`src/verilog/cpu_defs.svh`:
```
`ifndef CPU_DEFS_SVH
`define CPU_DEFS_SVH

// unified RAM depth in 32-bit words
`define MEM_WORDS 256

// upper 20 address bits of the I/O page
`define IO_PAGE 20'hFFFFF

// memory-mapped board I/O
`define IO_LED_ADDR 32'hFFFF_F000
`define IO_SEG_ADDR 32'hFFFF_F004
`define IO_SW_ADDR  32'hFFFF_F008

`endif

```
`src/verilog/cpu_pkg.sv`:
```
package cpu_pkg;

    typedef logic [31:0] word_t;
    typedef logic [4:0]  reg_idx_t;
    typedef logic [3:0]  alu_op_t;
    typedef logic [15:0] led_t;

    // alu operations
    localparam alu_op_t ALU_ADD   = 4'd0;
    localparam alu_op_t ALU_SUB   = 4'd1;
    localparam alu_op_t ALU_AND   = 4'd2;
    localparam alu_op_t ALU_OR    = 4'd3;
    localparam alu_op_t ALU_XOR   = 4'd4;
    localparam alu_op_t ALU_SLT   = 4'd5;
    localparam alu_op_t ALU_PASSB = 4'd6;

    // rv32i major opcodes
    localparam logic [6:0] OP_LUI    = 7'b0110111;
    localparam logic [6:0] OP_OPIMM  = 7'b0010011;
    localparam logic [6:0] OP_OP     = 7'b0110011;
    localparam logic [6:0] OP_LOAD   = 7'b0000011;
    localparam logic [6:0] OP_STORE  = 7'b0100011;
    localparam logic [6:0] OP_BRANCH = 7'b1100011;
    localparam logic [6:0] OP_JAL    = 7'b1101111;

endpackage

```
`src/verilog/pipe_if.sv`:
```
`timescale 1ns/1ps

interface if_id_if;
    cpu_pkg::word_t pc;
    cpu_pkg::word_t inst;
    logic           valid;

    modport src (output pc, inst, valid);
    modport dst (input pc, inst, valid);
endinterface

```
`src/verilog/fetch_stage.sv`:
```
`timescale 1ns/1ps

module fetch_stage (
    input  logic           cpuclk,
    input  logic           rst,
    input  logic           stall,
    input  logic           redirect,
    input  cpu_pkg::word_t redirect_pc,
    input  cpu_pkg::word_t imem_data,
    output cpu_pkg::word_t imem_addr,
    if_id_if.src           if_id
);

    cpu_pkg::word_t pc;

    assign imem_addr = pc;

    always_ff @(posedge cpuclk) begin
        if (rst) begin
            pc <= '0;
            if_id.valid <= 1'b0;
        end else if (redirect) begin
            // taken branch wins over a load-use stall
            pc <= redirect_pc;
            if_id.valid <= 1'b0;
        end else if (!stall) begin
            pc <= pc + 32'd4;
            if_id.valid <= 1'b1;
        end
    end

    always_ff @(posedge cpuclk) begin
        if (!stall || redirect) begin
            if_id.pc <= pc;
            if_id.inst <= imem_data;
        end
    end

    // branch targets come from execute, so alignment depends on the imm path
    pc_aligned: assert property (@(posedge cpuclk) disable iff (rst) pc[1:0] == 2'b00)
        else $error("fetch pc not word aligned: %h", pc);

endmodule

```
`src/flat_wrapper.sv`:
```
// flat-port wrapper written by rule: the top's interface ports become plain ports
module fetch_stage_flat 
  (cpuclk, rst, stall, redirect, redirect_pc, imem_data, imem_addr, if_id_pc, if_id_inst, if_id_valid);
  if_id_if if_id_i ();
  input  logic cpuclk;
  input  logic rst;
  input  logic stall;
  input  logic redirect;
  input  cpu_pkg::word_t redirect_pc;
  input  cpu_pkg::word_t imem_data;
  output cpu_pkg::word_t imem_addr;
  output wire logic [$bits(if_id_i.pc)-1:0] if_id_pc;
  output wire logic [$bits(if_id_i.inst)-1:0] if_id_inst;
  output wire logic [$bits(if_id_i.valid)-1:0] if_id_valid;
  assign if_id_pc = if_id_i.pc;
  assign if_id_inst = if_id_i.inst;
  assign if_id_valid = if_id_i.valid;
  fetch_stage u_core (.cpuclk(cpuclk), .rst(rst), .stall(stall), .redirect(redirect), .redirect_pc(redirect_pc), .imem_data(imem_data), .imem_addr(imem_addr), .if_id(if_id_i));
endmodule
```
`config.mk`:
```
export PLATFORM = sky130hd
export DESIGN_NAME = fetch_stage_flat
export DESIGN_NICKNAME = d
export VERILOG_FILES = /design/src/verilog/cpu_defs.svh /design/src/verilog/cpu_pkg.sv /design/src/verilog/pipe_if.sv /design/src/verilog/fetch_stage.sv /design/src/flat_wrapper.sv
export SDC_FILE = /design/constraint.sdc
export NUM_CORES = 1
export LEC_CHECK = 0
export ABC_CLOCK_PERIOD_IN_PS = 4100
export BUFFER_PORTS_ARGS = -buffer_cell sky130_fd_sc_hd__buf_2
export CORE_ASPECT_RATIO = 0.5
export CORE_UTILIZATION = 47
export DETAILED_ROUTE_END_ITERATION = 8
export PLACE_DENSITY = 0.8
export SYNTH_ARGS = -nofsm -noshare
export SYNTH_HDL_FRONTEND = slang
export SYNTH_SLANG_ARGS = --single-unit
```
`constraint.sdc`:
```
create_clock -name cpuclk -period 4.1 [get_ports cpuclk]
set_input_delay 0.205 -clock cpuclk [delete_from_list [all_inputs] [get_ports cpuclk]]
set_output_delay 0.205 -clock cpuclk [all_outputs]
set_load 0.005 [all_outputs]
```
; Yosys cells after proc, flatten, opt, wreduce, memory -nomap -nowiden
; Index checks and enable logic that the tools add are counted.
[classes]
add_sub_neg = 1
n_eq_ne = 1
mux = 2
reduce_logical = 3
[ops]
columns = op, n
row1 = 32-bit 2-to-1 mux, 2
row2 = "32-bit by 3-bit adder with 32-bit output, second input constant", 1
row3 = "2-bit by 1-bit inequality test with 1-bit output, second input constant", 1
row4 = 2-bit OR reduction, 1
row5 = 1-bit logical NOT, 1
row6 = 1-bit logical OR, 1
[word_totals]
register_bits = 97
input_bits = 68
output_inout_bits = 97
wordCells = 11

; Logic depth before layout (Yosys ltp)
[depth]
word_depth = 3
mapped_depth = 6
depth_no_buf = 5

; Least setup slack after synthesis
; No wires, ideal clock.
[synth_timing]
path_kind = input to register
start = input redirect
end = register u_core.if_id.inst[0] (enable)
arrival_ns = 2.192
slack_ns = 1.220
cell_stages = 5
path_cell_list = clkbuf_1 > inv_1 > buf_1 > clkbuf_1 > nand2_1
[synth_between]
elab_chain_len = 1
[synth_lines]
columns = item, line_no
row1 = start: declaration, flat_wrapper.sv:8  ; input logic redirect;
row2 = 1-bit logical OR, fetch_stage.sv:33  ; if (!stall || redirect) begin
row3 = end signal: assignment, fetch_stage.sv:35  ; if_id.inst <= imem_data;
row4 = end: declaration, pipe_if.sv:8  ; modport src (output pc, inst, valid);
; Every way passes these cells.
; A chain may end at the register's enable or synchronous reset.

; Final worst setup path
[layout_timing]
start = register u_core.pc[20], in the netlist u_core.imem_addr[20]
end = register u_core.pc[28], in the netlist u_core.imem_addr[28]
[layout_between]
elab_chain_len = 3
[layout_lines]
columns = item, line_no
row1 = start: declaration, fetch_stage.sv:14  ; cpu_pkg::word_t pc;
row2 = start signal: assignment, fetch_stage.sv:24  ; pc <= redirect_pc;
row3 = start signal: assignment, fetch_stage.sv:27  ; pc <= pc + 32'd4;
row4 = 32-bit by 3-bit adder with 32-bit output, fetch_stage.sv:27
row5 = 32-bit 2-to-1 mux, fetch_stage.sv:26  ; end else if (!stall) begin
row6 = 32-bit 2-to-1 mux, fetch_stage.sv:22  ; end else if (redirect) begin
; Every way passes these cells. The select of a mux whose other input is x is not followed.

==> metrics.yaml <==
power_and_ir_drop:
  power_density_mw_per_mm2: 427.6
  power.share.sequential_pct: 54.2
  comb_power_share_pct: 9.2
  netSwitchingFraction_pct: 21.96
  power.leakage_nw: 2.101
  p_clk_share_pct: 36.6
  power.switching_mw: 0.4782
  ir_worst_vdd_mv: 0.2104
  internal_power_mw: 1.699
outcome:
  outcome: "completed"
global_route:
  first_global_vias: 2838
  overflow: 0
  grt_use_met3_pct: 6.634
  global_route.usage.met2_pct: 34.79
  grt_util_met1_pct: 25.97
  grt_pass1_wl_um: 13810
  top_usage_layer: "met2"
  grt_max_degree: 43
  antenna_found_initial: 0
  track_usage_pct: 21.23
clocking:
  cts_hold_buf: 0
  cts.path.max_buffers: 2
  cts_resized: 0
  clk_pin_slew_ns: 0.06
  cts_htree_levels: 3
  root_buffer: "clkbuf_16"
  postCtsSetupRepairBufs: 0
  cts_tree: "yes"
  cts_made_buffers: 9
  clk_latency_ns: 0.34
  cts_sinks: 97
place:
  place_area_sq_mm: 0.004810
  portBuffers: 164
  dpl.hpwl_um: 6421
  gp_congestion: 0.7920
  dp_cells: 573
sta:
  setup_viol: 0
  tightestPinTransition_ns: 0.8400
  fin_setup_tns_ns: 0
  slew_headroom_pct: 43.80
  drv_slew: 0
  fin_crit_sh_pct: 51.74
  report.final.hold_viol_count: 0
  clock_skew_ns: 0.007927
  rsz0062_at_grt: "false"
  post-route-min-period_ns: 2.121
  fmax_mhz: 471.4
critical_path:
  crit_arrival_ns: 2.34
  path_max_fanout: 9
  path_class: "reg2reg"
  cp-start-kind: "flop"
  cp-end-kind: "flop"
  critPathRequiredTime_ns: 4.32
layout:
  fin_nets: 541
  area_delta_synth_final_pct: 31.08
  fin_area_sq_mm: 0.005092
  final_cell_count_no_fill: 589
  drive_above_1_share_pct: 38.78
  insertedDiodeCount: 0
yosys:
  netlist_instances: 309
  synth-seq-area-share_pct: 66.47
  async_reset_ff_share_pct: 0
  synth_edf_count: 64
  ys.flop_type: "edfxtp_1"
  synth.avg_cell_area_sq_um: 12.57
  yosys_warnings: 0
  synth_nets: 378
  synth-seq-cells: 97
  ys_types: 44
  syn_area_sq_mm: 0.003885
routing:
  routed_via_density: 5.297
  drtAntennaViolNets: 0
  wl_um: 9008
  via_count: 3120
  drtIter0Drc: 266
  first_pass_iters: 5
  drc: 0
  wl_per_cell_um: 15.29
floorplan:
  start_util_pct: 48.56
  core_area_sq_mm: 0.008000
  pin_count: 165
  die_area_sq_mm: 0.008656
  die_h_um: 66.29
  num_rows: 23
  die_width_um: 130.6
hold_path:
  hp-class: "in2reg"
job:
  maxCapViolations: 0
## synth_stat cells (2+ instances only)
library cell  instances  area share [%]
o31ai_1               3            0.58
xnor2_1               4            0.90
xor2_1                5             1.1
and4_1                3            0.68
or3_1                12             1.9
o211ai_1              9             1.7
dfxtp_1              33              17
o31a_1                2            0.45
nor3_1                6            0.77
nand3b_1              5            0.97
nand3_1               9             1.2
edfxtp_1             64              49
or2_2                 3            0.48
clkbuf_1             10            0.97
a211oi_1              8             1.5
or4_1                11             2.1
mux2i_1               3            0.77
nand2_1              18             1.7
a31oi_1               4            0.64
a311oi_1              9             2.0
a21oi_1               8             1.0
nor4_1                3            0.48
buf_1                 3            0.29
inv_1                 8            0.77
nor2_1               26             2.5
nand4_1              12             1.9
nand4b_1              2            0.45
o21ai_0               6            0.77
and3_1                5            0.81
## stage by stage
step	worst slack [ns]	util [%]	power (mW)	hold WS (ns)
floorplan	1.220	-	1.272	0.3039
global placement	1.865	60.12	1.398	0.3815
detailed placement	1.795	60.12	1.403	0.3833
CTS	1.950	63.65	2.195	0.02914
global route	1.824	63.65	2.265	0.02413
finish	1.979	63.65	2.177	0.04130
## final timing paths
kind / slack, ns / end / cells after the start / from
worst min-delay path: 0.04 / u_core.if_id.inst[7] / 1 / imem_data[7]
worst max-delay path: 1.98 / u_core.imem_addr[28] / 4 / u_core.imem_addr[20]
worst min register to register: 0.46 / u_core.if_id.pc[0] / 0 / u_core.imem_addr[0]
worst max register to register: 1.98 / u_core.imem_addr[28] / 4 / u_core.imem_addr[20]
## power groups by stage
stage / combinational [mW] / clock, mW / sequential (mW)
after floorplan: 0.0661 / 0 / 1.21
after global placement: 0.199 / 0 / 1.20
after detailed placement: 0.203 / 0 / 1.20
after CTS: 0.203 / 0.812 / 1.18
after global routing: 0.226 / 0.847 / 1.19
final: 0.201 / 0.797 / 1.18
## flip-flops by register name, summed over array words and instances (netlist names)
| signal | count |
|---|---|
| u_core.if_id.inst | 32 |
| u_core.if_id.pc | 32 |
| u_core.imem_addr | 32 |
| u_core.if_id.valid | 1 |
## critical path, cell delays in order (launching register included)
cell and delay, ns:
dfxtp_1 0.46, nand4_1 0.24, or4_1 0.65, or3_1 0.34, a2111oi_1 0.32
## logic make-up (layout without fill, tap and decap cells)
logic type	count (synthesis)	in the layout	synth area share [%]
mux	3	3	0.7730
simple gates	121	121	17.71
compound gates	56	56	10.53
fa+ha+maj	1	1	0.3220
xor+xnor	9	9	2.029
buf+inv	22	190	2.158
flops	97	97	66.47
## per-layer routing
| metal | vias up | share of wire, % |
|---|---|---|
| li1 | 1540 | - |
| met1 | 1432 | 42 |
| met4 | 0 | 1.2 |
| met2 | 136 | 48 |
| met5 | - | 0 |
| met3 | 12 | 8.4 |
## placed cells by master, fill, tap and decap left out, types with 11 or more instances in the layout
cell type	n
buf_2	164
edfxtp_1	64
dfxtp_1	33
nor2_1	26
nand2_1	17
nand4_1	12
or3_1	12
or4_1	11
## cell type report
type                            count  area [sq um]
Clock inverter                      4         46.29
Sequential cell                    97          2582
Timing Repair Buffer              166         835.8
Tap cell                          112         140.1
Inverter                            8         30.03
Fill cell                         677          2908
Clock buffer                       12         236.5
Multi-Input combinational cell    190          1221
No activity file was read; power rests on OpenSTA's default activity.
