<file path="src/verilog/cpu_defs.svh">
`ifndef CPU_DEFS_SVH
`define CPU_DEFS_SVH

// unified RAM depth in 32-bit words
`define MEM_WORDS 256

// upper 20 address bits of the I/O page
`define IO_PAGE 20'hFFFFF

// memory-mapped board I/O
`define IO_LED_ADDR 32'hFFFF_F000
`define IO_SEG_ADDR 32'hFFFF_F004
`define IO_SW_ADDR  32'hFFFF_F008

`endif

</file>
<file path="src/verilog/cpu_pkg.sv">
package cpu_pkg;

    typedef logic [31:0] word_t;
    typedef logic [4:0]  reg_idx_t;
    typedef logic [3:0]  alu_op_t;
    typedef logic [15:0] led_t;

    // alu operations
    localparam alu_op_t ALU_ADD   = 4'd0;
    localparam alu_op_t ALU_SUB   = 4'd1;
    localparam alu_op_t ALU_AND   = 4'd2;
    localparam alu_op_t ALU_OR    = 4'd3;
    localparam alu_op_t ALU_XOR   = 4'd4;
    localparam alu_op_t ALU_SLT   = 4'd5;
    localparam alu_op_t ALU_PASSB = 4'd6;

    // rv32i major opcodes
    localparam logic [6:0] OP_LUI    = 7'b0110111;
    localparam logic [6:0] OP_OPIMM  = 7'b0010011;
    localparam logic [6:0] OP_OP     = 7'b0110011;
    localparam logic [6:0] OP_LOAD   = 7'b0000011;
    localparam logic [6:0] OP_STORE  = 7'b0100011;
    localparam logic [6:0] OP_BRANCH = 7'b1100011;
    localparam logic [6:0] OP_JAL    = 7'b1101111;

endpackage

</file>
<file path="src/verilog/pipe_if.sv">


interface ex_mem_if;
    cpu_pkg::word_t    alu_res;
    cpu_pkg::word_t    store_data;
    cpu_pkg::reg_idx_t rd;
    logic              mem_read;
    logic              mem_write;
    logic              reg_write;
    logic              valid;

    modport src (output alu_res, store_data, rd, mem_read, mem_write, reg_write, valid);
    modport dst (input alu_res, store_data, rd, mem_read, mem_write, reg_write, valid);
endinterface
</file>
<file path="src/verilog/mem_stage.sv">
`timescale 1ns/1ps

module mem_stage (
    input  logic              cpuclk,
    input  logic              rst,
    input  cpu_pkg::word_t    dmem_rdata,
    output cpu_pkg::word_t    dmem_addr,
    output cpu_pkg::word_t    dmem_wdata,
    output logic              dmem_we,
    output cpu_pkg::reg_idx_t wb_rd,
    output cpu_pkg::word_t    wb_data,
    output logic              wb_we,
    ex_mem_if.dst             ex_mem
);

    cpu_pkg::word_t alu_q;
    cpu_pkg::word_t load_q;
    logic           load_sel;

    assign dmem_addr  = ex_mem.alu_res;
    assign dmem_wdata = ex_mem.store_data;
    assign dmem_we    = ex_mem.valid && ex_mem.mem_write;

    always_ff @(posedge cpuclk) begin
        if (rst) begin
            wb_we <= 1'b0;
        end else begin
            wb_we <= ex_mem.valid && ex_mem.reg_write;
        end
    end

    always_ff @(posedge cpuclk) begin
        wb_rd <= ex_mem.rd;
        alu_q <= ex_mem.alu_res;
        load_q <= dmem_rdata;
        load_sel <= ex_mem.mem_read;
    end

    assign wb_data = load_sel ? load_q : alu_q;

endmodule

</file>
<file path="src/flat_wrapper.sv">
// flat-port wrapper written by rule: the top's interface ports become plain ports
module mem_stage_flat 
  (cpuclk, rst, dmem_rdata, dmem_addr, dmem_wdata, dmem_we, wb_rd, wb_data, wb_we, ex_mem_alu_res, ex_mem_store_data, ex_mem_rd, ex_mem_mem_read, ex_mem_mem_write, ex_mem_reg_write, ex_mem_valid);
  ex_mem_if ex_mem_i ();
  input  logic cpuclk;
  input  logic rst;
  input  cpu_pkg::word_t dmem_rdata;
  output cpu_pkg::word_t dmem_addr;
  output cpu_pkg::word_t dmem_wdata;
  output logic dmem_we;
  output cpu_pkg::reg_idx_t wb_rd;
  output cpu_pkg::word_t wb_data;
  output logic wb_we;
  input wire logic [$bits(ex_mem_i.alu_res)-1:0] ex_mem_alu_res;
  input wire logic [$bits(ex_mem_i.store_data)-1:0] ex_mem_store_data;
  input wire logic [$bits(ex_mem_i.rd)-1:0] ex_mem_rd;
  input wire logic [$bits(ex_mem_i.mem_read)-1:0] ex_mem_mem_read;
  input wire logic [$bits(ex_mem_i.mem_write)-1:0] ex_mem_mem_write;
  input wire logic [$bits(ex_mem_i.reg_write)-1:0] ex_mem_reg_write;
  input wire logic [$bits(ex_mem_i.valid)-1:0] ex_mem_valid;
  assign ex_mem_i.alu_res = ex_mem_alu_res;
  assign ex_mem_i.store_data = ex_mem_store_data;
  assign ex_mem_i.rd = ex_mem_rd;
  assign ex_mem_i.mem_read = ex_mem_mem_read;
  assign ex_mem_i.mem_write = ex_mem_mem_write;
  assign ex_mem_i.reg_write = ex_mem_reg_write;
  assign ex_mem_i.valid = ex_mem_valid;
  mem_stage u_core (.cpuclk(cpuclk), .rst(rst), .dmem_rdata(dmem_rdata), .dmem_addr(dmem_addr), .dmem_wdata(dmem_wdata), .dmem_we(dmem_we), .wb_rd(wb_rd), .wb_data(wb_data), .wb_we(wb_we), .ex_mem(ex_mem_i));
endmodule
</file>
<file path="config.mk">
export PLATFORM = sky130hd
export DESIGN_NAME = mem_stage_flat
export DESIGN_NICKNAME = d
export VERILOG_FILES = /design/src/verilog/cpu_defs.svh /design/src/verilog/cpu_pkg.sv /design/src/verilog/pipe_if.sv /design/src/verilog/mem_stage.sv /design/src/flat_wrapper.sv
export SDC_FILE = /design/constraint.sdc
export NUM_CORES = 1
export LEC_CHECK = 0
export BUFFER_PORTS_ARGS = -buffer_cell sky130_fd_sc_hd__buf_2
export CORE_MARGIN = 2
export CORE_UTILIZATION = 38
export CTS_CLUSTER_DIAMETER = 80
export DETAILED_ROUTE_END_ITERATION = 6
export PLACE_DENSITY = 0.91
export SYNTH_ARGS = -nofsm -noshare
export SYNTH_HDL_FRONTEND = slang
export SYNTH_SLANG_ARGS = --single-unit
</file>
<file path="constraint.sdc">
create_clock -name cpuclk -period 1.25 [get_ports cpuclk]
set_input_delay 0.125 -clock cpuclk [delete_from_list [all_inputs] [get_ports cpuclk]]
set_output_delay 0.125 -clock cpuclk [all_outputs]
set_load 0.05 [all_outputs]
</file>
# Yosys cells after proc, flatten, opt, wreduce, memory -nomap -nowiden
# Cells that the tools add are included.
# totals
word_cells,8
input_bits,107
register_bits,71
# classes
n_reduce_logical,2
muxes,1
# ops
operator,count
32-bit 2-to-1 mux,1
1-bit logical AND,2

# Depth between registers and ports, before layout
# logic_depth
word_depth,1
depth_mapped,3
mapped_depth_nobuf,1

# Worst setup path after synthesis
# No wires, ideal clock.
# synth_timing
path_type,flip-flop to output port
from,register u_core.load_sel
to,output port wb_data[0]
n_path_buf,2
arrival_time_ps,953
slack_ps,172
path_stages_with_launch,4
t_required_ps,1125
path_cell_list,dfxtp_1 -> buf_6 -> buf_12 -> mux2_4
# synth_between
elab_chain_cells,1
# synth_lines
element,line,source
from (decl),mem_stage.sv:18,logic load_sel;
from (signal assigned),mem_stage.sv:36,load_sel <= ex_mem.mem_read;
32-bit 2-to-1 mux,mem_stage.sv:39,assign wb_data = load_sel ? load_q : alu_q;
to (decl),flat_wrapper.sv:12,output cpu_pkg::word_t wb_data;
# No other way between the ends.

# Final worst setup path
# layout_timing
from,register u_core.load_sel
to,output port wb_data[26]
# The elaborated chain is that of the path after synthesis.

==> impl_metrics.env <==
export IMPL_via_count=1714
export IMPL_fin_cells=418
export IMPL_drc=0
export IMPL_intPower_mw=3.875
export IMPL_rows=29
export IMPL_cts_sinks=71
export IMPL_clockPowerShare_pct=32.0
export IMPL_grt_pass1_wl_mm=9.094
export IMPL_grt_setup_unrepaired="true"
export IMPL_critical_path_startpoint="u_core.load_sel$_DFF_P_"
export IMPL_start_util_pct=38.98
export IMPL_synth_top_family_by_area="buffers and inverters"
export IMPL_grt_max_degree=14
export IMPL_busiest_layer="met2"
export IMPL_die_area_um2=7136
export IMPL_period_needed_ns=1.546
export IMPL_final_period_utilization_pct=123.7
export IMPL_hp_start="ex_mem_reg_write"
export IMPL_synth_mux_area_share_pct=19.22
export IMPL_io_buffers=145
export IMPL_layout_commonest_cell="buf_2"
export IMPL_setup_viol=32
export IMPL_place_ws_ns=0.006437
export IMPL_worstPathArrival_ns=1.42
export IMPL_cap_violations=0
export IMPL_globalRouteMet1Util_pct=13.97
export IMPL_seqPwrFrac_pct=44.3
export IMPL_core_area_um2=6314
export IMPL_combPwrFrac_pct=23.7
export IMPL_ant_nets=0
export IMPL_dr_pass1_iters=3
export IMPL_drt_iter0_drc=13
export IMPL_crit_type="register to primary output"
export IMPL_htree_levels=3
export IMPL_met2_usage_pct=32.40
export IMPL_antennaDiodeCount=0
export IMPL_power_total_mw=5.471
export IMPL_grt_met3_usage_pct=8.653
export IMPL_ys_seq_area_share_pct=57.75
export IMPL_cts_buffer_depth=2
export IMPL_cts_root_buf="clkbuf_8"
export IMPL_clkTransAtPathRegs_ns=0.07
export IMPL_ir_drop_v=0.001693
export IMPL_p_sw_mw=1.596
export IMPL_hold_path_class="primary input to register"
export IMPL_wl_per_cell_um=14.49
export IMPL_drive_above_1_share_pct=58.36
export IMPL_cp_start_kind="register"
export IMPL_syn_cell_area_um2=2461
export IMPL_cts_tree="done"
export IMPL_fin_util_pct=62.37
export IMPL_synthDistinctLibCells=8
export IMPL_violations="setup timing"
export IMPL_vias_per_cell=4.100
export IMPL_avgSynthCellArea_um2=14.23
export IMPL_synthAdderAreaFrac_pct=0
export IMPL_crit_required_ns=1.12
export IMPL_wl_mm=6.057
export IMPL_tightest_slew_ns=0.2600
export IMPL_clock_fmax_mhz=646.8
export IMPL_hold_viol_final=0
export IMPL_holdPathStages=2
export IMPL_syn_nets=280
export IMPL_fp_dieH_um=84.48
export IMPL_fill_cells=474
export IMPL_sw_frac_of_total_pct=29.17
export IMPL_fin_area_um2=3938
export IMPL_crit_path_max_fanout=11
export IMPL_grtUsageTotal_pct=17.15
export IMPL_p_leak_nw=1.948
export IMPL_synth_compound_area_share_pct=0
export IMPL_min_to="u_core.wb_we$_SDFF_PP0_"
export IMPL_placed_cell_area_um2=2773
export IMPL_slew_viol_final=0
export IMPL_fp_dieW_um=84.48
export IMPL_io_pin_count=210
export IMPL_power_density_nw_per_um2=1389
export IMPL_area_delta_synth_final_pct=59.99
export IMPL_synth_simple_area_share_pct=0.6101
export IMPL_synth_xor_xnor_area_share_pct=0
export IMPL_worst_slack_ns=-0.2961
export IMPL_antenna_found_initial=0
export IMPL_mostFrequentLayoutCells="buf_2, dlygate4sd3_1, dfxtp_1"
export IMPL_yosys_warnings=0
export IMPL_relSlewSlack_pct=82.79
export IMPL_fin_nets=443
export IMPL_grt_overflow=0
export IMPL_ys_seq_elements=71
export IMPL_placed_cells=329
export IMPL_gp_congestion=0.6411
export IMPL_numCtsBuffers=9
export IMPL_first_global_vias=1935
export IMPL_syn_instance_count=173
export IMPL_cp_end_kind="primary output"
export IMPL_outcome="finished, violations left"
==> power by group through the flow <==
stage	Sequential [mW]	Clock [mW]	Combinational [mW]
final	2.42	1.75	1.30
after floorplan	2.49	0	1.05
after CTS	2.42	1.80	1.28
after detailed placement	2.47	0	0.979
after global placement	2.47	0	0.973
after global routing	2.43	1.93	1.35
==> Yosys cell counts <==
library cell   n  area, um^2
buf_12         3       60.06
and2_1         1       6.260
buf_6          1       11.26
buf_4         64       480.5
and3b_1        1       8.760
dfxtp_1       71        1421
mux2_4        30       450.4
mux2_2         2       22.52
==> repair_timing <==
| action | 4_1_cts | 5_1_grt |
|---|---|---|
| buffers inserted | 1 | 0 |
| setup endpoints to repair | 32 | 32 |
| hold buffers | 70 | 0 |
| cloned | 1 | 1 |
| endpoints found under the hold margin | 70 | 0 |
| gates resized for setup | 67 | 0 |
==> worst max-delay path by stage <==
stage | to | slack (ns) | cells past startpoint
2_1_floorplan | wb_data[0] | 0.17 | 3
3_3_place_gp | wb_data[12] | 0.02 | 3
5_1_grt | wb_data[26] | -0.37 | 3
4_1_cts | wb_data[30] | -0.33 | 3
6_report | wb_data[26] | -0.30 | 3
3_5_place_dp | wb_data[12] | 0.006 | 3
==> critical path, cell delays in order (launching register included) <==
cell	delay (ns)
dfxtp_4	0.44
buf_12	0.17
mux2_4	0.31
buf_6	0.15
==> registers in the layout (all words and copies together) (netlist names) <==
name             count
u_core.wb_we         1
u_core.alu_q        32
u_core.load_q       32
u_core.load_sel      1
u_core.wb_rd         5
==> layout make-up <==
cell class	instances	area [um^2]	share of cell area (%)
clock buffers	9	123.9	3.146
clock inverters	7	73.82	1.875
repair buffers	220	1727	43.85
flip-flops and latches	71	1425	36.19
well taps	77	96.34	2.447
multi-input cells	34	491.7	12.49
==> routing by layer <==
metal	vias up	wire, um
met5	-	0
met4	0	231
met3	24	519
met2	103	3413
met1	770	1892
li1	817	-
==> cells by family (layout without fill, tap and decap cells) <==
logic type,count (synthesis),in the layout
DFF,71,71
buffers and inverters,68,236
muxes,32,32
and+or+nand+nor,2,2
==> per-stage QoR <==
step	hold slack [ns]	setup TNS (ns)
2_1_floorplan	0.1527	0
3_3_place_gp	0.2281	0
3_5_place_dp	0.2286	0
4_1_cts	0.01634	-9.113
5_1_grt	0.02318	-11.28
6_report	0.03011	-8.853
(Power assumes the default switching activity.)
