==> config.mk <==
export PLATFORM = sky130hd
export DESIGN_NAME = decode_stage_flat
export DESIGN_NICKNAME = d
export VERILOG_FILES = /design/src/verilog/cpu_defs.svh /design/src/verilog/cpu_pkg.sv /design/src/verilog/pipe_if.sv /design/src/verilog/decode_stage.sv /design/src/flat_wrapper.sv
export SDC_FILE = /design/constraint.sdc
export NUM_CORES = 1
export LEC_CHECK = 0
export BUFFER_PORTS_ARGS = -buffer_cell sky130_fd_sc_hd__buf_2
export CAP_MARGIN = 30
export CORE_ASPECT_RATIO = 1.1
export CORE_MARGIN = 2
export CORE_UTILIZATION = 55
export CTS_BUF_LIST = sky130_fd_sc_hd__clkbuf_4 sky130_fd_sc_hd__clkbuf_8
export DETAILED_ROUTE_END_ITERATION = 7
export PLACE_DENSITY = 0.73
export RECOVER_POWER = 50
export SYNTH_ARGS = -nofsm -noshare
export SYNTH_HDL_FRONTEND = slang
export SYNTH_SLANG_ARGS = --single-unit
export TNS_END_PERCENT = 1
==> constraint.sdc <==
create_clock -name cpuclk -period 4.9 [get_ports cpuclk]
set_clock_uncertainty 0.1 [all_clocks]
set_input_delay 1.225 -clock cpuclk [delete_from_list [all_inputs] [get_ports cpuclk]]
set_output_delay 1.225 -clock cpuclk [all_outputs]
set_load 0.005 [all_outputs]
==> src/verilog/cpu_defs.svh <==
`ifndef CPU_DEFS_SVH
`define CPU_DEFS_SVH

// unified RAM depth in 32-bit words
`define MEM_WORDS 256

// upper 20 address bits of the I/O page
`define IO_PAGE 20'hFFFFF

// memory-mapped board I/O
`define IO_LED_ADDR 32'hFFFF_F000
`define IO_SEG_ADDR 32'hFFFF_F004
`define IO_SW_ADDR  32'hFFFF_F008

`endif

==> src/verilog/cpu_pkg.sv <==
package cpu_pkg;

    typedef logic [31:0] word_t;
    typedef logic [4:0]  reg_idx_t;
    typedef logic [3:0]  alu_op_t;
    typedef logic [15:0] led_t;

    // alu operations
    localparam alu_op_t ALU_ADD   = 4'd0;
    localparam alu_op_t ALU_SUB   = 4'd1;
    localparam alu_op_t ALU_AND   = 4'd2;
    localparam alu_op_t ALU_OR    = 4'd3;
    localparam alu_op_t ALU_XOR   = 4'd4;
    localparam alu_op_t ALU_SLT   = 4'd5;
    localparam alu_op_t ALU_PASSB = 4'd6;

    // rv32i major opcodes
    localparam logic [6:0] OP_LUI    = 7'b0110111;
    localparam logic [6:0] OP_OPIMM  = 7'b0010011;
    localparam logic [6:0] OP_OP     = 7'b0110011;
    localparam logic [6:0] OP_LOAD   = 7'b0000011;
    localparam logic [6:0] OP_STORE  = 7'b0100011;
    localparam logic [6:0] OP_BRANCH = 7'b1100011;
    localparam logic [6:0] OP_JAL    = 7'b1101111;

endpackage

==> src/verilog/pipe_if.sv <==
`timescale 1ns/1ps

interface if_id_if;
    cpu_pkg::word_t pc;
    cpu_pkg::word_t inst;
    logic           valid;

    modport src (output pc, inst, valid);
    modport dst (input pc, inst, valid);
endinterface

interface id_ex_if;
    cpu_pkg::word_t    pc;
    cpu_pkg::word_t    rs1_val;
    cpu_pkg::word_t    rs2_val;
    cpu_pkg::word_t    imm;
    cpu_pkg::reg_idx_t rs1;
    cpu_pkg::reg_idx_t rs2;
    cpu_pkg::reg_idx_t rd;
    cpu_pkg::alu_op_t  alu_op;
    logic              alu_src_imm;
    logic              mem_read;
    logic              mem_write;
    logic              reg_write;
    logic              is_branch;
    logic              branch_ne;
    logic              is_jal;
    logic              is_lui;
    logic              valid;

    modport src (output pc, rs1_val, rs2_val, imm, rs1, rs2, rd, alu_op, alu_src_imm,
                 mem_read, mem_write, reg_write, is_branch, branch_ne, is_jal, is_lui, valid);
    modport dst (input pc, rs1_val, rs2_val, imm, rs1, rs2, rd, alu_op, alu_src_imm,
                 mem_read, mem_write, reg_write, is_branch, branch_ne, is_jal, is_lui, valid);
endinterface

==> src/verilog/decode_stage.sv <==
`timescale 1ns/1ps

module decode_stage (
    input  logic              cpuclk,
    input  logic              rst,
    input  logic              redirect,
    input  cpu_pkg::reg_idx_t wb_rd,
    input  cpu_pkg::word_t    wb_data,
    input  logic              wb_we,
    output logic              stall,
    if_id_if.dst              if_id,
    id_ex_if.src              id_ex
);

    cpu_pkg::word_t    regs [32];
    cpu_pkg::word_t    inst;
    cpu_pkg::word_t    imm;
    cpu_pkg::word_t    rs1_val;
    cpu_pkg::word_t    rs2_val;
    cpu_pkg::reg_idx_t rs1;
    cpu_pkg::reg_idx_t rs2;
    cpu_pkg::reg_idx_t rd;
    cpu_pkg::alu_op_t  alu_op;
    cpu_pkg::alu_op_t  f3_op;
    logic [6:0]        opcode;
    logic [2:0]        funct3;
    logic              alu_src_imm;
    logic              mem_read;
    logic              mem_write;
    logic              reg_write;
    logic              is_branch;
    logic              is_jal;
    logic              is_lui;
    logic              take;

    assign inst   = if_id.inst;
    assign opcode = inst[6:0];
    assign rd     = inst[11:7];
    assign funct3 = inst[14:12];
    assign rs1    = inst[19:15];
    assign rs2    = inst[24:20];

    // shared by op and op-imm, bit 30 only means sub on register ops
    always_comb begin
        case (funct3)
            3'b000: f3_op = (opcode == cpu_pkg::OP_OP && inst[30]) ? cpu_pkg::ALU_SUB
                                                                   : cpu_pkg::ALU_ADD;
            3'b010: f3_op = cpu_pkg::ALU_SLT;
            3'b100: f3_op = cpu_pkg::ALU_XOR;
            3'b110: f3_op = cpu_pkg::ALU_OR;
            3'b111: f3_op = cpu_pkg::ALU_AND;
            default: f3_op = cpu_pkg::ALU_ADD;
        endcase
    end

    always_comb begin
        imm = '0;
        alu_op = cpu_pkg::ALU_ADD;
        alu_src_imm = 1'b0;
        mem_read = 1'b0;
        mem_write = 1'b0;
        reg_write = 1'b0;
        is_branch = 1'b0;
        is_jal = 1'b0;
        is_lui = 1'b0;
        case (opcode)
            cpu_pkg::OP_LUI: begin
                imm = {inst[31:12], 12'b0};
                alu_op = cpu_pkg::ALU_PASSB;
                alu_src_imm = 1'b1;
                reg_write = 1'b1;
                is_lui = 1'b1;
            end
            cpu_pkg::OP_OPIMM: begin
                imm = {{20{inst[31]}}, inst[31:20]};
                alu_op = f3_op;
                alu_src_imm = 1'b1;
                reg_write = 1'b1;
            end
            cpu_pkg::OP_OP: begin
                alu_op = f3_op;
                reg_write = 1'b1;
            end
            cpu_pkg::OP_LOAD: begin
                imm = {{20{inst[31]}}, inst[31:20]};
                alu_src_imm = 1'b1;
                mem_read = 1'b1;
                reg_write = 1'b1;
            end
            cpu_pkg::OP_STORE: begin
                imm = {{20{inst[31]}}, inst[31:25], inst[11:7]};
                alu_src_imm = 1'b1;
                mem_write = 1'b1;
            end
            cpu_pkg::OP_BRANCH: begin
                imm = {{19{inst[31]}}, inst[31], inst[7], inst[30:25], inst[11:8], 1'b0};
                alu_op = cpu_pkg::ALU_SUB;
                is_branch = 1'b1;
            end
            cpu_pkg::OP_JAL: begin
                imm = {{11{inst[31]}}, inst[31], inst[19:12], inst[20], inst[30:21], 1'b0};
                reg_write = 1'b1;
                is_jal = 1'b1;
            end
            default: ;
        endcase
    end

    always_ff @(posedge cpuclk) begin
        if (wb_we) begin
            regs[wb_rd] <= wb_data;
        end
    end

    // x0 reads as zero, a same-cycle writeback is read through
    always_comb begin
        rs1_val = regs[rs1];
        if (rs1 == '0) begin
            rs1_val = '0;
        end else if (wb_we && wb_rd == rs1) begin
            rs1_val = wb_data;
        end
        rs2_val = regs[rs2];
        if (rs2 == '0) begin
            rs2_val = '0;
        end else if (wb_we && wb_rd == rs2) begin
            rs2_val = wb_data;
        end
    end

    // load in execute feeding the instruction in decode
    assign stall = if_id.valid && id_ex.valid && id_ex.mem_read && id_ex.rd != '0
                   && (id_ex.rd == rs1 || id_ex.rd == rs2);

    assign take = if_id.valid && !stall && !redirect;

    always_ff @(posedge cpuclk) begin
        if (rst) begin
            id_ex.valid <= 1'b0;
            id_ex.mem_read <= 1'b0;
            id_ex.mem_write <= 1'b0;
            id_ex.reg_write <= 1'b0;
            id_ex.is_branch <= 1'b0;
            id_ex.is_jal <= 1'b0;
        end else begin
            id_ex.valid <= take;
            id_ex.mem_read <= take && mem_read;
            id_ex.mem_write <= take && mem_write;
            id_ex.reg_write <= take && reg_write && rd != '0;
            id_ex.is_branch <= take && is_branch;
            id_ex.is_jal <= take && is_jal;
        end
    end

    always_ff @(posedge cpuclk) begin
        id_ex.pc <= if_id.pc;
        id_ex.rs1_val <= rs1_val;
        id_ex.rs2_val <= rs2_val;
        id_ex.imm <= imm;
        id_ex.rs1 <= rs1;
        id_ex.rs2 <= rs2;
        id_ex.rd <= rd;
        id_ex.alu_op <= alu_op;
        id_ex.alu_src_imm <= alu_src_imm;
        id_ex.branch_ne <= funct3[0];
        id_ex.is_lui <= is_lui;
    end

    wb_no_x0: assert property (@(posedge cpuclk) disable iff (rst) wb_we |-> wb_rd != '0)
        else $error("writeback targets x0");

endmodule

==> src/flat_wrapper.sv <==
// flat-port wrapper written by rule: the top's interface ports become plain ports
module decode_stage_flat 
  (cpuclk, rst, redirect, wb_rd, wb_data, wb_we, stall, if_id_pc, if_id_inst, if_id_valid, id_ex_pc, id_ex_rs1_val, id_ex_rs2_val, id_ex_imm, id_ex_rs1, id_ex_rs2, id_ex_rd, id_ex_alu_op, id_ex_alu_src_imm, id_ex_mem_read, id_ex_mem_write, id_ex_reg_write, id_ex_is_branch, id_ex_branch_ne, id_ex_is_jal, id_ex_is_lui, id_ex_valid);
  if_id_if if_id_i ();
  id_ex_if id_ex_i ();
  input  logic cpuclk;
  input  logic rst;
  input  logic redirect;
  input  cpu_pkg::reg_idx_t wb_rd;
  input  cpu_pkg::word_t wb_data;
  input  logic wb_we;
  output logic stall;
  input wire logic [$bits(if_id_i.pc)-1:0] if_id_pc;
  input wire logic [$bits(if_id_i.inst)-1:0] if_id_inst;
  input wire logic [$bits(if_id_i.valid)-1:0] if_id_valid;
  output wire logic [$bits(id_ex_i.pc)-1:0] id_ex_pc;
  output wire logic [$bits(id_ex_i.rs1_val)-1:0] id_ex_rs1_val;
  output wire logic [$bits(id_ex_i.rs2_val)-1:0] id_ex_rs2_val;
  output wire logic [$bits(id_ex_i.imm)-1:0] id_ex_imm;
  output wire logic [$bits(id_ex_i.rs1)-1:0] id_ex_rs1;
  output wire logic [$bits(id_ex_i.rs2)-1:0] id_ex_rs2;
  output wire logic [$bits(id_ex_i.rd)-1:0] id_ex_rd;
  output wire logic [$bits(id_ex_i.alu_op)-1:0] id_ex_alu_op;
  output wire logic [$bits(id_ex_i.alu_src_imm)-1:0] id_ex_alu_src_imm;
  output wire logic [$bits(id_ex_i.mem_read)-1:0] id_ex_mem_read;
  output wire logic [$bits(id_ex_i.mem_write)-1:0] id_ex_mem_write;
  output wire logic [$bits(id_ex_i.reg_write)-1:0] id_ex_reg_write;
  output wire logic [$bits(id_ex_i.is_branch)-1:0] id_ex_is_branch;
  output wire logic [$bits(id_ex_i.branch_ne)-1:0] id_ex_branch_ne;
  output wire logic [$bits(id_ex_i.is_jal)-1:0] id_ex_is_jal;
  output wire logic [$bits(id_ex_i.is_lui)-1:0] id_ex_is_lui;
  output wire logic [$bits(id_ex_i.valid)-1:0] id_ex_valid;
  assign if_id_i.pc = if_id_pc;
  assign if_id_i.inst = if_id_inst;
  assign if_id_i.valid = if_id_valid;
  assign id_ex_pc = id_ex_i.pc;
  assign id_ex_rs1_val = id_ex_i.rs1_val;
  assign id_ex_rs2_val = id_ex_i.rs2_val;
  assign id_ex_imm = id_ex_i.imm;
  assign id_ex_rs1 = id_ex_i.rs1;
  assign id_ex_rs2 = id_ex_i.rs2;
  assign id_ex_rd = id_ex_i.rd;
  assign id_ex_alu_op = id_ex_i.alu_op;
  assign id_ex_alu_src_imm = id_ex_i.alu_src_imm;
  assign id_ex_mem_read = id_ex_i.mem_read;
  assign id_ex_mem_write = id_ex_i.mem_write;
  assign id_ex_reg_write = id_ex_i.reg_write;
  assign id_ex_is_branch = id_ex_i.is_branch;
  assign id_ex_branch_ne = id_ex_i.branch_ne;
  assign id_ex_is_jal = id_ex_i.is_jal;
  assign id_ex_is_lui = id_ex_i.is_lui;
  assign id_ex_valid = id_ex_i.valid;
  decode_stage u_core (.cpuclk(cpuclk), .rst(rst), .redirect(redirect), .wb_rd(wb_rd), .wb_data(wb_data), .wb_we(wb_we), .stall(stall), .if_id(if_id_i), .id_ex(id_ex_i));
endmodule
After elaboration in Yosys (flattened, before gate mapping) --
Memory sizes are Yosys's and may differ from the RTL's. A register that Yosys moved wholly into a read port is not among the register bits. Cells that the tools add are included.
Operators by class: reductions and logical operators 25, eq/ne operators 13, muxes and demuxes 13
Operators with widths (count):
- 32-bit one-hot mux with 5 select lines | 1
- 7-bit by 6-bit equality test with 1-bit output, second input constant | 3
- 4-bit one-hot mux with 5 select lines | 1
- 7-bit equality test, second input constant | 2
- 1-bit logical AND | 13
- 4-bit one-hot mux with 3 select lines | 1
- 5-bit equality test | 2
- 5-bit logical NOT | 2
- 1-bit 2-to-1 mux | 10
- 5-bit nonzero test | 2
- 3-bit equality test, second input constant | 3
- 7-bit by 2-bit equality test with 1-bit output, second input constant | 1
- 7-bit by 5-bit equality test with 1-bit output, second input constant | 1
- 5-bit OR reduction | 1
- 2-bit OR reduction | 2
- 4-bit OR reduction | 1
- 3-bit by 2-bit equality test with 1-bit output, second input constant | 1
- 3-bit logical NOT | 1
- 1-bit logical NOT | 2
- 1-bit logical OR | 1
Storage, ports and cells: input bits 106, logic and storage cells 67, flip-flop bits (word level) 92, memories kept 1, output and inout bits 157, bits in writable memories 1024
Memories:
- u_core.regs | words 32, bits a word 32, rd ports 2, clocked after Yosys merged registers in 2, write ports 1, RTL line decode_stage.sv:15 | cpu_pkg::word_t regs [32];

Logic depth before layout (Yosys ltp) --
depth in word-level cells 9, gate-level depth with buffers 9

Least setup slack after synthesis --
No wires, ideal clock.
kind input-to-reg, start point input wb_we, end point memory u_core.regs[28][0] (netlist bit) (enable), arrival time 3.415 ns, path buffers 2, slack 0.964 ns, data required time 4.379 ns, setup time 0.421 ns, stages 4, path through clkbuf_1 -> or3b_2 -> clkbuf_1 -> nor2_1
On the way: word-level cells in the longest chain between the ends 2
RTL lines:
- start: declaration | RTL line flat_wrapper.sv:11 | input logic wb_we;
- 1-bit 2-to-1 mux | RTL line decode_stage.sv:110 | if (wb_we) begin
- 1-bit 2-to-1 mux (not written as such) | RTL line decode_stage.sv:111 | regs[wb_rd] <= wb_data;
- end: declaration | RTL line decode_stage.sv:15
No other way between the ends.

Final worst setup path --
start point input if_id_inst[19], end point register u_core.id_ex.rs1_val[4], read port of u_core.regs
On the way: word-level cells in the longest chain between the ends 1
RTL lines:
- start: declaration | RTL line flat_wrapper.sv:14 | input wire logic [$bits(if_id_i.inst)-1:0] if_id_inst;
- 5-bit logical NOT | RTL line decode_stage.sv:118 | if (rs1 == '0) begin
- end: declaration | RTL line pipe_if.sv:31 | modport src (output pc, rs1_val, rs2_val, imm, rs1, rs2, rd, alu_op, alu_src_imm,
Parallel ways exist; a longest one is shown, timed or not. A chain may end at the register's enable or synchronous reset.

==> flow_summary_export.csv <==
group,metric,value,unit
routing,detail-route-antenna-nets,0,
pwr,power_per_cell_area,369,nW/um^2
status,outcome,"finished, violations left",
critical_path,cp_data_required_time,5550,ps
floorplanning,die-area,97100,sq um
cells_and_area,finalNetCount,3316,
critical_path,cpPeakStageDelay,1830,ps
sta,final-setup-viol-count,0,
logic_synthesis,synth_cells,2880,
run,drv.max_cap_violation_count,7,
clocking,tritoncts.num_buffers,183,
critical_path,largest_fanout_on_the_critical_path,64,
sta,max_slew_margin,-68.9,%
sta,grt_setup_unrepaired,"false",
critical_path,crit_path_cell_trace,"buf_4 -> clkbuf_2 -> o221ai_1 -> a21oi_1 -> nand2_1 -> a32o_1",
critical_path,timing.critical_path.arrival,4590,ps
global_routing,overflow,0,
routing,wire_per_inst,35.0,um
floorplanning,ios,263,
logic_synthesis,synthDistinctLibCells,69,
place,port_buffers,261,
critical_path,crit_slowest_cell,"sky130_fd_sc_hd__clkbuf_2",
routing,routed-via-count,33000,
logic_synthesis,synth_edf_count,1024,
global_routing,first_global_vias,33500,
routing,drt_pass_1_iters,6,
logic_synthesis,yosys.area.top_type_share,59.1,%
clocking,cts_htree_levels,4,
sta,final_min_period_over_clock_period,80.5,%
place,place.gp.congestion,0.897,
cells_and_area,finalCoreUtilization,62.7,%
routing,wl,162,mm
clocking,clk_transition_reported_paths,60,ps
global_routing,number_of_antenna_violations_at_the_first_check_in_global_routing,9,
sta,achievable_freq,0.254,GHz
sta,slew_viol_final,149,
floorplanning,initial_core_util,55.3,%
clocking,worstSkewPairLatency,880,ps
clocking,clock-root-buffer,"sky130_fd_sc_hd__clkbuf_8",
place,place.detailed.instances,4285,
floorplanning,die_height,327,um
logic_synthesis,avg_inst_size_synth,18.1,sq um
floorplanning,std_cell_rows,118,
critical_path,critPathLaunchType,"input port",
pwr,max_vdd_drop,0.332,mV
sta,tightestPinTransition,2530,ps
status,violations,"capacitance limit, slew limit",
floorplanning,die_w,297,um
logic_synthesis,synth-warning-count,0,
logic_synthesis,syn_area,52100,sq um
logic_synthesis,synth_async_sr_flop_share,0,%
routing,dr.first_iter.drc_count,4892,
global_routing,grt_max_degree,95,
logic_synthesis,synth_ff_type,"sky130_fd_sc_hd__edfxtp_1",
logic_synthesis,most_frequent_cell_after_synthesis,"sky130_fd_sc_hd__edfxtp_1",
critical_path,setup.worst_path.class,"in -> reg",
logic_synthesis,netlist.top_cell.by_area,"sky130_fd_sc_hd__edfxtp_1",
sta,period_needed,3940,ps
worst_hold_path,hold_class,"in -> reg",
floorplanning,floorplan.core_area,94000,sq um
routing,post_drt_via_cell_ratio,7.12,
logic_synthesis,synth-seq-cells,1179,
clocking,cts_tree,"done",
clocking,clock_path_buffers,3,
logic_synthesis,post_synth_main_area_contributors,"sky130_fd_sc_hd__edfxtp_1 (59%), sky130_fd_sc_hd__mux4_2 (17%), sky130_fd_sc_hd__dfxtp_1 (6.0%)",
logic_synthesis,synth.net_count,2986,
sta,finalHoldViolations,0,
critical_path,setup.worst_path.end_class,"register",
place,post_dp_cell_area,55200,sq um
place,detailed_place_hpwl,94.8,mm
global_routing,grt_usage,33.2,%
global_routing,grt_pass1_wl,230,mm
cells_and_area,area_growth,13.3,%
cells_and_area,final-instance-count-excl-fill,4629,
pwr,power_leakage,0.0200,uW
clocking,post_cts_buffers,0,
sta,final_setup_tns,0,ps
logic_synthesis,ranking_of_synthesized_cells_by_instance_count,"sky130_fd_sc_hd__edfxtp_1 (1024), sky130_fd_sc_hd__mux4_2 (383), sky130_fd_sc_hd__mux2i_1 (228)",
clocking,cts.repair.resized,0,
clocking,post_cts_hold_buffer_count,0,
routing,drc,0,
sta,holdWs,344,ps
cells_and_area,final_area,59000,sq um
cells_and_area,final_layout_size_suffix_gt1_share,34.0,%
logic_synthesis,synth-seq-area-share,65.0,%
clocking,numClockSinks,1179,
[per-layer routing]
metal  part of all wire (%)  vias up  wire (um)  GRT usage, %
met5                  0.047        -         76             0
met4                    5.8        4       9360          17.7
met3                     13      600      20300          8.91
met2                     47     2731      76000          52.0
met1                     35    16800      56200          42.7
li1                       -    12800          -             -
[final timing paths]
path | cells after the start | to | slack [ps] | start
worst max-delay path | 6 | u_core.id_ex.rs1_val[4] | 960 | if_id_inst[19]
worst min-delay path | 1 | u_core.id_ex.pc[16] | 340 | if_id_pc[16]
worst max register to register | 5 | u_core.id_ex.rs2_val[18] | 2770 | u_core.regs[19][18]
worst min register to register | 3 | u_core.id_ex.valid | 650 | u_core.id_ex.mem_read
[state kept, by name, summed over array words and instances, names as in the netlist]
name	cells
u_core.regs	1024
u_core.id_ex.imm	32
u_core.id_ex.pc	32
u_core.id_ex.rs1_val	32
u_core.id_ex.rs2_val	32
u_core.id_ex.rd	5
u_core.id_ex.rs1	5
u_core.id_ex.rs2	5
u_core.id_ex.alu_op	3
u_core.id_ex.alu_src_imm	1
u_core.id_ex.branch_ne	1
u_core.id_ex.is_branch	1
u_core.id_ex.is_jal	1
u_core.id_ex.is_lui	1
u_core.id_ex.mem_read	1
u_core.id_ex.mem_write	1
u_core.id_ex.reg_write	1
u_core.id_ex.valid	1
[stage by stage]
stage | worst slack (ps) | power [uW]
detailed placement | 858 | 13200
CTS | 1040 | 21800
floorplan | 964 | 12500
global route | 946 | 22300
global placement | 1020 | 13200
finish | 957 | 21800
[power by group]
group | internal, uW | switching (uW)
Clock | 4770 | 3960
Combinational | 733 | 1070
Sequential | 11100 | 109
Total | 16600 | 5140
[cell type report]
cell class,count,area (sq um)
Clock inverter,83,672
Clock buffer,253,3210
Sequential cell,1179,33900
Tap cell,1260,1580
Timing Repair Buffer,372,2560
Antenna cell,8,20.0
Inverter,5,18.8
Multi-Input combinational cell,1469,17000
Fill cell,6541,35100
[kinds of logic (layout without fill, tap and decap cells)]
group / after synthesis / in the layout / synth area share [%]
AND/OR/NAND/NOR: 334 / 334 / 3.18
flip-flops: 1179 / 1179 / 65.0
AO/OA/AOI/OAI: 438 / 438 / 6.31
other: 1 / 9 / 0.00720
buffers and inverters: 232 / 713 / 2.78
multiplexers: 675 / 675 / 22.3
XOR/XNOR: 21 / 21 / 0.353
[placed cells by master, fill, tap and decap left out, drive strengths merged, types with 53 or more instances in the layout]
| cell | n |
|---|---|
| o22ai | 77 |
| mux4 | 383 |
| nor3 | 60 |
| clkbuf | 302 |
| clkinv | 60 |
| a211oi | 53 |
| nand2 | 104 |
| a22oi | 78 |
| mux2i | 228 |
| edfxtp | 1024 |
| buf | 323 |
| dfxtp | 155 |
| nor2 | 70 |
| mux2 | 64 |
[worst max-delay path, delay by kind of cell]
kind                   cells  cell delay, ps
buffers and inverters      2            2030
AO/OA/AOI/OAI              3            1180
AND/OR/NAND/NOR            1              80
Note: power is estimated with default switching activity, not from simulation.
